[src/source/mips_decode_pkg.sv]
package mips_decode_pkg;

    // primary opcodes, only the kept subset
    typedef enum logic [5:0] {
        OP_SPECIAL = 6'h00,
        OP_REGIMM  = 6'h01,
        OP_J       = 6'h02,
        OP_JAL     = 6'h03,
        OP_BEQ     = 6'h04,
        OP_BNE     = 6'h05,
        OP_BLEZ    = 6'h06,
        OP_BGTZ    = 6'h07,
        OP_ADDI    = 6'h08,
        OP_ADDIU   = 6'h09,
        OP_SLTI    = 6'h0a,
        OP_SLTIU   = 6'h0b,
        OP_ANDI    = 6'h0c,
        OP_ORI     = 6'h0d,
        OP_XORI    = 6'h0e,
        OP_LUI     = 6'h0f,
        OP_LB      = 6'h20,
        OP_LH      = 6'h21,
        OP_LW      = 6'h23,
        OP_LBU     = 6'h24,
        OP_LHU     = 6'h25,
        OP_SB      = 6'h28,
        OP_SH      = 6'h29,
        OP_SW      = 6'h2b
    } opcode_e;

    typedef enum logic [5:0] {
        FUN_SLL     = 6'h00,
        FUN_SRL     = 6'h02,
        FUN_SRA     = 6'h03,
        FUN_SLLV    = 6'h04,
        FUN_SRLV    = 6'h06,
        FUN_SRAV    = 6'h07,
        FUN_JR      = 6'h08,
        FUN_JALR    = 6'h09,
        FUN_SYSCALL = 6'h0c,
        FUN_BREAK   = 6'h0d,
        FUN_SYNC    = 6'h0f,
        FUN_ADD     = 6'h20,
        FUN_ADDU    = 6'h21,
        FUN_SUB     = 6'h22,
        FUN_SUBU    = 6'h23,
        FUN_AND     = 6'h24,
        FUN_OR      = 6'h25,
        FUN_XOR     = 6'h26,
        FUN_NOR     = 6'h27,
        FUN_SLT     = 6'h2a,
        FUN_SLTU    = 6'h2b
    } funct_e;

    // rt field under REGIMM
    typedef enum logic [4:0] {
        RT_BLTZ   = 5'h00,
        RT_BGEZ   = 5'h01,
        RT_BLTZAL = 5'h10,
        RT_BGEZAL = 5'h11
    } regimm_e;

    typedef enum logic [4:0] {
        ALU_NOP, ALU_AND, ALU_OR, ALU_XOR, ALU_NOR, ALU_SLT, ALU_SLTU,
        ALU_ADD, ALU_ADDU, ALU_SUB, ALU_SUBU, ALU_SLL, ALU_SLLV,
        ALU_SRL, ALU_SRLV, ALU_SRA, ALU_SRAV, ALU_LUI
    } alu_op_e;

    typedef enum logic [3:0] {
        BT_NONE, BT_JREG, BT_J, BT_BEQ, BT_BNE, BT_BGTZ, BT_BLEZ, BT_BGEZ, BT_BLTZ
    } branch_type_e;

    typedef enum logic [1:0] {DEST_RD, DEST_RT, DEST_LINK} dest_sel_e;

    typedef enum logic [2:0] {
        EXC_NONE, EXC_SYSCALL, EXC_BREAK, EXC_ERET, EXC_UNDEFINED
    } exc_e;

    typedef struct packed {
        logic [5:0]  op;
        logic [4:0]  rs;
        logic [4:0]  rt;
        logic [4:0]  rd;
        logic [4:0]  shamt;
        logic [5:0]  funct;
        logic [15:0] imm;
        logic [31:0] imm_ext;
        logic [25:0] j_target;
        logic        is_eret;
    } instr_fields_t;

    typedef struct packed {
        alu_op_e      aluop;
        logic         alu_sela;   // shamt as operand a
        logic         alu_selb;   // imm_ext as operand b
        logic         mem_en;
        logic         mem_read;
        logic         mem_write;
        logic         mem_to_reg;
        logic         reg_wen;
        dest_sel_e    dest_sel;
        branch_type_e branch_type;
        logic         link_pc8;
        exc_e         exc;
    } ctrl_t;

    typedef struct packed {
        instr_fields_t fields;
        ctrl_t         ctrl;
        logic [4:0]    reg_waddr;
    } decoded_t;

    localparam logic [4:0]  LINK_REG  = 5'd31;
    localparam logic [31:0] ERET_WORD = 32'h4200_0018;

    localparam ctrl_t CTRL_NOP = '{
        aluop:       ALU_NOP,
        dest_sel:    DEST_RD,
        branch_type: BT_NONE,
        exc:         EXC_NONE,
        default:     1'b0
    };

endpackage

[src/source/field_split_stage.sv]
module field_split_stage
    import mips_decode_pkg::*;
(
    input  logic          clk,
    input  logic          arst_n,
    input  logic          in_valid,
    input  logic [31:0]   instr,
    output logic          out_valid,
    output instr_fields_t fields
);

    instr_fields_t fields_d;
    logic          zero_ext;

    // op[3:2] == 2'b11 covers the logic immediates and LUI
    assign zero_ext = (instr[29:28] == 2'b11);

    always_comb begin
        fields_d.op       = instr[31:26];
        fields_d.rs       = instr[25:21];
        fields_d.rt       = instr[20:16];
        fields_d.rd       = instr[15:11];
        fields_d.shamt    = instr[10:6];
        fields_d.funct    = instr[5:0];
        fields_d.imm      = instr[15:0];
        fields_d.j_target = instr[25:0];
        if (zero_ext) begin
            fields_d.imm_ext = {16'h0000, instr[15:0]};
        end else begin
            fields_d.imm_ext = {{16{instr[15]}}, instr[15:0]};
        end
        fields_d.is_eret  = (instr == ERET_WORD);  // whole word must match
    end

    always_ff @(posedge clk or negedge arst_n) begin
        if (!arst_n) begin
            out_valid <= 1'b0;
        end else begin
            out_valid <= in_valid;
        end
    end

    // data only moves with a valid word
    always_ff @(posedge clk or negedge arst_n) begin
        if (!arst_n) begin
            fields <= '0;
        end else if (in_valid) begin
            fields <= fields_d;
        end
    end

endmodule

[src/source/control_decode_stage.sv]
module control_decode_stage
    import mips_decode_pkg::*;
(
    input  logic          clk,
    input  logic          arst_n,
    input  logic          in_valid,
    input  instr_fields_t in_fields,
    output logic          out_valid,
    output instr_fields_t out_fields,
    output ctrl_t         ctrl
);

    ctrl_t ctrl_d;

    always_comb begin
        ctrl_d = CTRL_NOP;
        case (in_fields.op)
            OP_SPECIAL: begin
                ctrl_d.reg_wen  = 1'b1;
                ctrl_d.dest_sel = DEST_RD;
                case (in_fields.funct)
                    FUN_AND:  ctrl_d.aluop = ALU_AND;
                    FUN_OR:   ctrl_d.aluop = ALU_OR;
                    FUN_XOR:  ctrl_d.aluop = ALU_XOR;
                    FUN_NOR:  ctrl_d.aluop = ALU_NOR;
                    FUN_SLT:  ctrl_d.aluop = ALU_SLT;
                    FUN_SLTU: ctrl_d.aluop = ALU_SLTU;
                    FUN_ADD:  ctrl_d.aluop = ALU_ADD;
                    FUN_ADDU: ctrl_d.aluop = ALU_ADDU;
                    FUN_SUB:  ctrl_d.aluop = ALU_SUB;
                    FUN_SUBU: ctrl_d.aluop = ALU_SUBU;
                    FUN_SLLV: ctrl_d.aluop = ALU_SLLV;
                    FUN_SRLV: ctrl_d.aluop = ALU_SRLV;
                    FUN_SRAV: ctrl_d.aluop = ALU_SRAV;
                    FUN_SLL: begin
                        ctrl_d.aluop    = ALU_SLL;
                        ctrl_d.alu_sela = 1'b1;
                    end
                    FUN_SRL: begin
                        ctrl_d.aluop    = ALU_SRL;
                        ctrl_d.alu_sela = 1'b1;
                    end
                    FUN_SRA: begin
                        ctrl_d.aluop    = ALU_SRA;
                        ctrl_d.alu_sela = 1'b1;
                    end
                    FUN_JR: begin
                        ctrl_d.reg_wen     = 1'b0;
                        ctrl_d.branch_type = BT_JREG;
                    end
                    FUN_JALR: begin  // rd gets pc+8
                        ctrl_d.branch_type = BT_JREG;
                        ctrl_d.link_pc8    = 1'b1;
                    end
                    FUN_SYSCALL: begin
                        ctrl_d.reg_wen = 1'b0;
                        ctrl_d.exc     = EXC_SYSCALL;
                    end
                    FUN_BREAK: begin
                        ctrl_d.reg_wen = 1'b0;
                        ctrl_d.exc     = EXC_BREAK;
                    end
                    FUN_SYNC: ctrl_d = CTRL_NOP;  // no-op here
                    default: begin
                        ctrl_d     = CTRL_NOP;
                        ctrl_d.exc = EXC_UNDEFINED;
                    end
                endcase
            end
            OP_ADDI, OP_ADDIU, OP_SLTI, OP_SLTIU, OP_ANDI, OP_ORI, OP_XORI, OP_LUI: begin
                ctrl_d.alu_selb = 1'b1;
                ctrl_d.reg_wen  = 1'b1;
                ctrl_d.dest_sel = DEST_RT;
                case (in_fields.op)
                    OP_ADDI:  ctrl_d.aluop = ALU_ADD;
                    OP_ADDIU: ctrl_d.aluop = ALU_ADDU;
                    OP_SLTI:  ctrl_d.aluop = ALU_SLT;
                    OP_SLTIU: ctrl_d.aluop = ALU_SLTU;
                    OP_ANDI:  ctrl_d.aluop = ALU_AND;
                    OP_ORI:   ctrl_d.aluop = ALU_OR;
                    OP_XORI:  ctrl_d.aluop = ALU_XOR;
                    default:  ctrl_d.aluop = ALU_LUI;
                endcase
            end
            OP_LB, OP_LH, OP_LW, OP_LBU, OP_LHU: begin
                ctrl_d.aluop      = ALU_ADDU;  // base + offset
                ctrl_d.alu_selb   = 1'b1;
                ctrl_d.mem_en     = 1'b1;
                ctrl_d.mem_read   = 1'b1;
                ctrl_d.mem_to_reg = 1'b1;
                ctrl_d.reg_wen    = 1'b1;
                ctrl_d.dest_sel   = DEST_RT;
            end
            OP_SB, OP_SH, OP_SW: begin
                ctrl_d.aluop     = ALU_ADDU;
                ctrl_d.alu_selb  = 1'b1;
                ctrl_d.mem_en    = 1'b1;
                ctrl_d.mem_write = 1'b1;
            end
            OP_J:   ctrl_d.branch_type = BT_J;
            OP_JAL: begin
                ctrl_d.branch_type = BT_J;
                ctrl_d.link_pc8    = 1'b1;
                ctrl_d.reg_wen     = 1'b1;
                ctrl_d.dest_sel    = DEST_LINK;
            end
            OP_BEQ:  ctrl_d.branch_type = BT_BEQ;
            OP_BNE:  ctrl_d.branch_type = BT_BNE;
            OP_BGTZ: ctrl_d.branch_type = BT_BGTZ;
            OP_BLEZ: ctrl_d.branch_type = BT_BLEZ;
            OP_REGIMM: begin
                case (in_fields.rt)
                    RT_BGEZ: ctrl_d.branch_type = BT_BGEZ;
                    RT_BLTZ: ctrl_d.branch_type = BT_BLTZ;
                    RT_BGEZAL, RT_BLTZAL: begin
                        // link forms write pc+8 to r31
                        ctrl_d.branch_type = (in_fields.rt == RT_BGEZAL) ? BT_BGEZ : BT_BLTZ;
                        ctrl_d.link_pc8    = 1'b1;
                        ctrl_d.reg_wen     = 1'b1;
                        ctrl_d.dest_sel    = DEST_LINK;
                    end
                    default: ctrl_d = CTRL_NOP;
                endcase
            end
            default: ctrl_d.exc = EXC_UNDEFINED;  // ERET lands here too
        endcase
    end

    always_ff @(posedge clk or negedge arst_n) begin
        if (!arst_n) begin
            out_valid <= 1'b0;
        end else begin
            out_valid <= in_valid;
        end
    end

    always_ff @(posedge clk or negedge arst_n) begin
        if (!arst_n) begin
            out_fields <= '0;
            ctrl       <= CTRL_NOP;
        end else if (in_valid) begin
            out_fields <= in_fields;
            ctrl       <= ctrl_d;
        end
    end

endmodule

[src/source/dest_resolve_stage.sv]
module dest_resolve_stage
    import mips_decode_pkg::*;
(
    input  logic          clk,
    input  logic          arst_n,
    input  logic          in_valid,
    input  instr_fields_t in_fields,
    input  ctrl_t         in_ctrl,
    output logic          out_valid,
    output decoded_t      out
);

    logic [4:0] waddr;
    ctrl_t      ctrl_d;

    always_comb begin
        case (in_ctrl.dest_sel)
            DEST_RT:   waddr = in_fields.rt;
            DEST_LINK: waddr = LINK_REG;
            default:   waddr = in_fields.rd;
        endcase
    end

    always_comb begin
        ctrl_d = in_ctrl;
        // r0 is hardwired, never report a write to it
        ctrl_d.reg_wen = in_ctrl.reg_wen && (waddr != 5'd0);

        // COP0 opcode was flagged undefined in stage 2
        if (in_fields.is_eret) begin
            ctrl_d.exc = EXC_ERET;
        end
    end

    always_ff @(posedge clk or negedge arst_n) begin
        if (!arst_n) begin
            out_valid <= 1'b0;
        end else begin
            out_valid <= in_valid;
        end
    end

    always_ff @(posedge clk or negedge arst_n) begin
        if (!arst_n) begin
            out.fields    <= '0;
            out.ctrl      <= CTRL_NOP;
            out.reg_waddr <= 5'd0;
        end else if (in_valid) begin
            out.fields    <= in_fields;
            out.ctrl      <= ctrl_d;
            out.reg_waddr <= waddr;
        end
    end

endmodule

[src/source/instr_decode_pipe.sv]
module instr_decode_pipe
    import mips_decode_pkg::*;
(
    input  logic        clk,
    input  logic        arst_n,
    input  logic        instr_valid,
    input  logic [31:0] instr,
    output logic        out_valid,
    output decoded_t    out
);

    logic          s1_valid;
    instr_fields_t s1_fields;
    logic          s2_valid;
    instr_fields_t s2_fields;
    ctrl_t         s2_ctrl;

    // split fields, extend imm
    field_split_stage field_split_stage_i (
        .clk       (clk),
        .arst_n    (arst_n),
        .in_valid  (instr_valid),
        .instr     (instr),
        .out_valid (s1_valid),
        .fields    (s1_fields)
    );

    control_decode_stage control_decode_stage_i (
        .clk        (clk),
        .arst_n     (arst_n),
        .in_valid   (s1_valid),
        .in_fields  (s1_fields),
        .out_valid  (s2_valid),
        .out_fields (s2_fields),
        .ctrl       (s2_ctrl)
    );

    // waddr, r0 qualify, eret
    dest_resolve_stage dest_resolve_stage_i (
        .clk       (clk),
        .arst_n    (arst_n),
        .in_valid  (s2_valid),
        .in_fields (s2_fields),
        .in_ctrl   (s2_ctrl),
        .out_valid (out_valid),
        .out       (out)
    );

endmodule

[config.mk]
export PLATFORM = sky130hd
export DESIGN_NAME = instr_decode_pipe
export DESIGN_NICKNAME = d
export VERILOG_FILES = /design/src/source/mips_decode_pkg.sv /design/src/source/field_split_stage.sv /design/src/source/control_decode_stage.sv /design/src/source/dest_resolve_stage.sv /design/src/source/instr_decode_pipe.sv
export SDC_FILE = /design/constraint.sdc
export NUM_CORES = 1
export LEC_CHECK = 0
export ABC_AREA = 1
export BUFFER_PORTS_ARGS = -buffer_cell sky130_fd_sc_hd__buf_4
export CAP_MARGIN = 15
export CORE_UTILIZATION = 25
export CTS_CLUSTER_DIAMETER = 150
export CTS_CLUSTER_SIZE = 25
export DETAILED_ROUTE_END_ITERATION = 12
export GPL_TIMING_DRIVEN = 1
export SLEW_MARGIN = 25
export SYNTH_ARGS = -nofsm -noshare
export SYNTH_HDL_FRONTEND = slang
export SYNTH_SLANG_ARGS = --single-unit
[constraint.sdc]
create_clock -name clk -period 1.69 [get_ports clk]
set_input_delay 0.4225 -clock clk [delete_from_list [all_inputs] [get_ports clk]]
set_output_delay 0.4225 -clock clk [all_outputs]
set_load 0.005 [all_outputs]
==> impl_metrics.csv <==
group,metric,value,unit
outcome,outcome,"finished, final reports clean",
grt,grt_pass1_wl,27.6,mm
synthesis,synth_top_area_share,54.5,%
floorplan,start_util,25.7,%
synthesis,synth.distinct_cells,38,
worst_setup_path,reg2reg_to,"dest_resolve_stage_i.out[15]$_DFFE_PN0P_",
layout,finalNetCount,918,
worst_setup_path,crit_fanout,10,
worst_setup_path,cp.arrival,1.87,ns
timing,finalHoldViolations,0,
grt,grt_pass1_vias,5069,
synthesis,synthCells,783,
timing,fin_crit_sh,92.6,%
worst_hold_path,worstHoldPathType,"in2reg",
worst_setup_path,cp.required,2.00,ns
timing,drv_slew,0,
worst_setup_path,critPathBufInv,2,
synthesis,synth_top_cells_by_area,"dfrtp_1 (55%), nand2_1 (11%), buf_4 (8.2%)",
synthesis,yosys.area.top_type,"dfrtp_1",
timing,setup_viol,0,
place,place_hpwl,12.9,mm
clock_network,clock-sinks,152,
worst_hold_path,hold_end,"field_split_stage_i.fields[28]$_DFFE_PN0P_",
floorplan,io_pins,170,
detailed_routing,wl_per_cell,13.7,um
clock_network,cts_made_buffers,17,
floorplan,coreArea,0.0272,sq mm
place,place_inst,1233,
layout,syn_to_final_growth,26.0,%
worst_setup_path,crit_slowest_cell,"dfrtp_1",
synthesis,seq_area_frac_synth,54.5,%
timing,max_slew_margin,68.0,%
worst_setup_path,ff2ff_setup_slack,0.13,ns
detailed_routing,totalWireLength,17.4,mm
clock_network,post_cts.repair.setup_buffers,0,
worst_setup_path,criticalPathCategory,"reg2reg",
detailed_routing,vias,5283,
flow_run,cap_violations,0,
detailed_routing,ant_nets,0,
place,port_buffers,169,
detailed_routing,drtPass1Iterations,4,
detailed_routing,drtIter0Drc,348,
detailed_routing,routed_via_density,4.17,
floorplan,dieArea,0.0286,sq mm
power,cellPowerDensity,1110,mW/mm^2
grt,grtUsageTotal,12.5,%
clock_network,clk_transition_reported_paths,0.06,ns
worst_setup_path,rr_startpoint,"control_decode_stage_i.ctrl[8]$_DFFE_PN0P_",
synthesis,synth_area,0.00698,sq mm
worst_hold_path,hp-start,"instr[1]",
synthesis,ys_warn_count,0,
clock_network,cts_tree,"yes",
timing,tightest_slew,0.475,ns
grt,antenna_found_initial,2,
floorplan,die_w,169,um
power,ir_drop,0.770,mV
clock_network,clockRootBuffer,"clkbuf_16",
timing,max_freq,0.639,GHz
power,p_leak,4.35,nW
clock_network,clk_latency,0.42,ns
grt,grt_max_degree,56,
clock_network,cts_buffer_depth,2,
synthesis,syn_nets,820,
synthesis,ys_seq_elements,152,
worst_hold_path,hold_path_depth,3,
worst_setup_path,worst_r2r_path_depth,7,
worst_setup_path,cpPeakStageDelay,0.35,ns
worst_setup_path,cp_top_family,"compound AO/OA/AOI/OAI gates",
floorplan,die_y,169,um
timing,finClkSkew,0.00900,ns
layout,num-fill-cells,2867,
worst_setup_path,path_cells,"inv_1 > ha_1 > clkinvlp_4 > o21ai_1 > nand3_1 > o211ai_1 > nand2_1",
layout,layout-drive-gt1-share,28.0,%
grt,grt_overflow,0,
power,finalPower,9.73,mW
worst_setup_path,crit_path_end_kind,"register",
layout,fin_cells,1266,
clock_network,htree_num_levels,4,
floorplan,rows,60,
synthesis,postSynthAreaPerCell,8.91,sq um
detailed_routing,drc,0,
place,globalplace.congestion,0.884,
worst_setup_path,worstSetupStartpointType,"register",
timing,period_needed,1.56,ns
[Yosys cell counts (all sizes together)]
library cell and n:
nor2 43, nor4 4, nor3b 1, buf 87, a21oi 6, o21ai 112, ha 2, mux2 12
a32o 1, nand4 6, nand3b 1, o22ai 1, inv 74, dfrtp 152, nor3 5, a31oi 3
o21bai 1, o221ai 1, clkbuf 17, a22oi 1, o211ai 3, clkinv 2, nand2 210, nand3 37
a22o 1
[placed cells by master (no fill, tap or decap), types with 4 or more instances in the layout]
| master | instances |
|---|---|
| nand2_1 | 208 |
| buf_12 | 6 |
| nand4_1 | 6 |
| nor2_1 | 33 |
| inv_2 | 8 |
| buf_4 | 175 |
| mux2_2 | 12 |
| nor4_1 | 4 |
| o21ai_1 | 5 |
| clkinv_2 | 5 |
| inv_1 | 67 |
| clkbuf_8 | 4 |
| nand3_1 | 35 |
| nor2_4 | 7 |
| a21oi_1 | 6 |
| clkbuf_16 | 17 |
| dfrtp_1 | 150 |
| o21ai_0 | 106 |
| nor3_1 | 5 |
[what timing repair did]
| action | CTS | global route |
|---|---|---|
| setup endpoints to repair | 16 | 1 |
| resized for setup | 1 | 7 |
| hold buffers | 1 | 0 |
| hold endpoints to repair | 25 | 0 |
[registers in the layout, indices dropped and copies added (netlist names)]
signal and cells:
dest_resolve_stage_i.out 60, field_split_stage_i.out_valid 1, control_decode_stage_i.out_valid 1, dest_resolve_stage_i.out_valid 1, field_split_stage_i.fields 34, control_decode_stage_i.out_fields 34
control_decode_stage_i.ctrl 21
[where the power goes]
| part | switching, mW | internal (mW) |
|---|---|---|
| clock | 1.46 | 2.31 |
| combinational | 0.798 | 0.817 |
| sequential | 0.316 | 4.02 |
| total | 2.57 | 7.16 |
[layer usage]
layer / track usage (%) / vias to the layer above / routed length (um)
met1: 16.1 / 2468 / 7970
met3: 3.34 / 32 / 1010
met2: 19.9 / 150 / 7980
met4: 5.37 / 0 / 411
met5: 0 / - / 0
li1: - / 2633 / -
[cell type report]
cell class | instances | area (sq um) | area share, %
well taps | 372 | 465 | 5.30
clock inverters | 8 | 93.8 | 1.07
flip-flops and latches | 152 | 3810 | 43.3
clock buffers | 23 | 488 | 5.55
diodes | 1 | 2.50 | 0.0285
repair buffers | 183 | 1460 | 16.6
inverters | 76 | 289 | 3.29
multi-input cells | 451 | 2190 | 24.9
[per-stage QoR]
step                      hold WS (ns)  setup slack, ns  cell area, sq um  util, %  setup TNS, ns
final                            0.217            0.126              8790     32.3              0
after global routing             0.207         -0.00496              8790     32.3       -0.00496
after CTS                        0.202           0.0594              8780     32.3              0
after detailed placement         0.326           0.0687              8190     30.1              0
after global placement           0.323            0.155              8190     30.1              0
after floorplan                  0.127            0.247              6980        -              0
[worst max-delay path by stage]
stage	from	end	slack, ns	depth (start not counted)
2_1_floorplan	control_decode_stage_i.ctrl[8]$_DFFE_PN0P_	dest_resolve_stage_i.out[15]$_DFFE_PN0P_	0.25	7
3_3_place_gp	control_decode_stage_i.ctrl[8]$_DFFE_PN0P_	dest_resolve_stage_i.out[15]$_DFFE_PN0P_	0.16	7
3_5_place_dp	control_decode_stage_i.ctrl[8]$_DFFE_PN0P_	dest_resolve_stage_i.out[15]$_DFFE_PN0P_	0.07	7
4_1_cts	control_decode_stage_i.ctrl[8]$_DFFE_PN0P_	dest_resolve_stage_i.out[15]$_DFFE_PN0P_	0.06	7
5_1_grt	control_decode_stage_i.ctrl[8]$_DFFE_PN0P_	dest_resolve_stage_i.out[15]$_DFFE_PN0P_	-0.005	7
6_report	control_decode_stage_i.ctrl[8]$_DFFE_PN0P_	dest_resolve_stage_i.out[15]$_DFFE_PN0P_	0.13	7
[worst register-to-register path, delay by kind of cell, from the launching register on]
kind | cells | cell delay (ns)
compound gates | 2 | 0.38
flops | 1 | 0.35
simple gates | 2 | 0.15
fa+ha+maj | 1 | 0.32
buf+inv | 2 | 0.25
[kinds of logic after synthesis]
kind of cell	Yosys count	synth area share, %
AND/OR/NAND/NOR	307	19.2
flip-flops	152	54.5
buffers and inverters	180	14.2
adder cells (fa/ha/maj)	2	0.359
multiplexers	12	1.94
AO/OA/AOI/OAI	130	9.83
No activity file was read; power rests on OpenSTA's default activity.
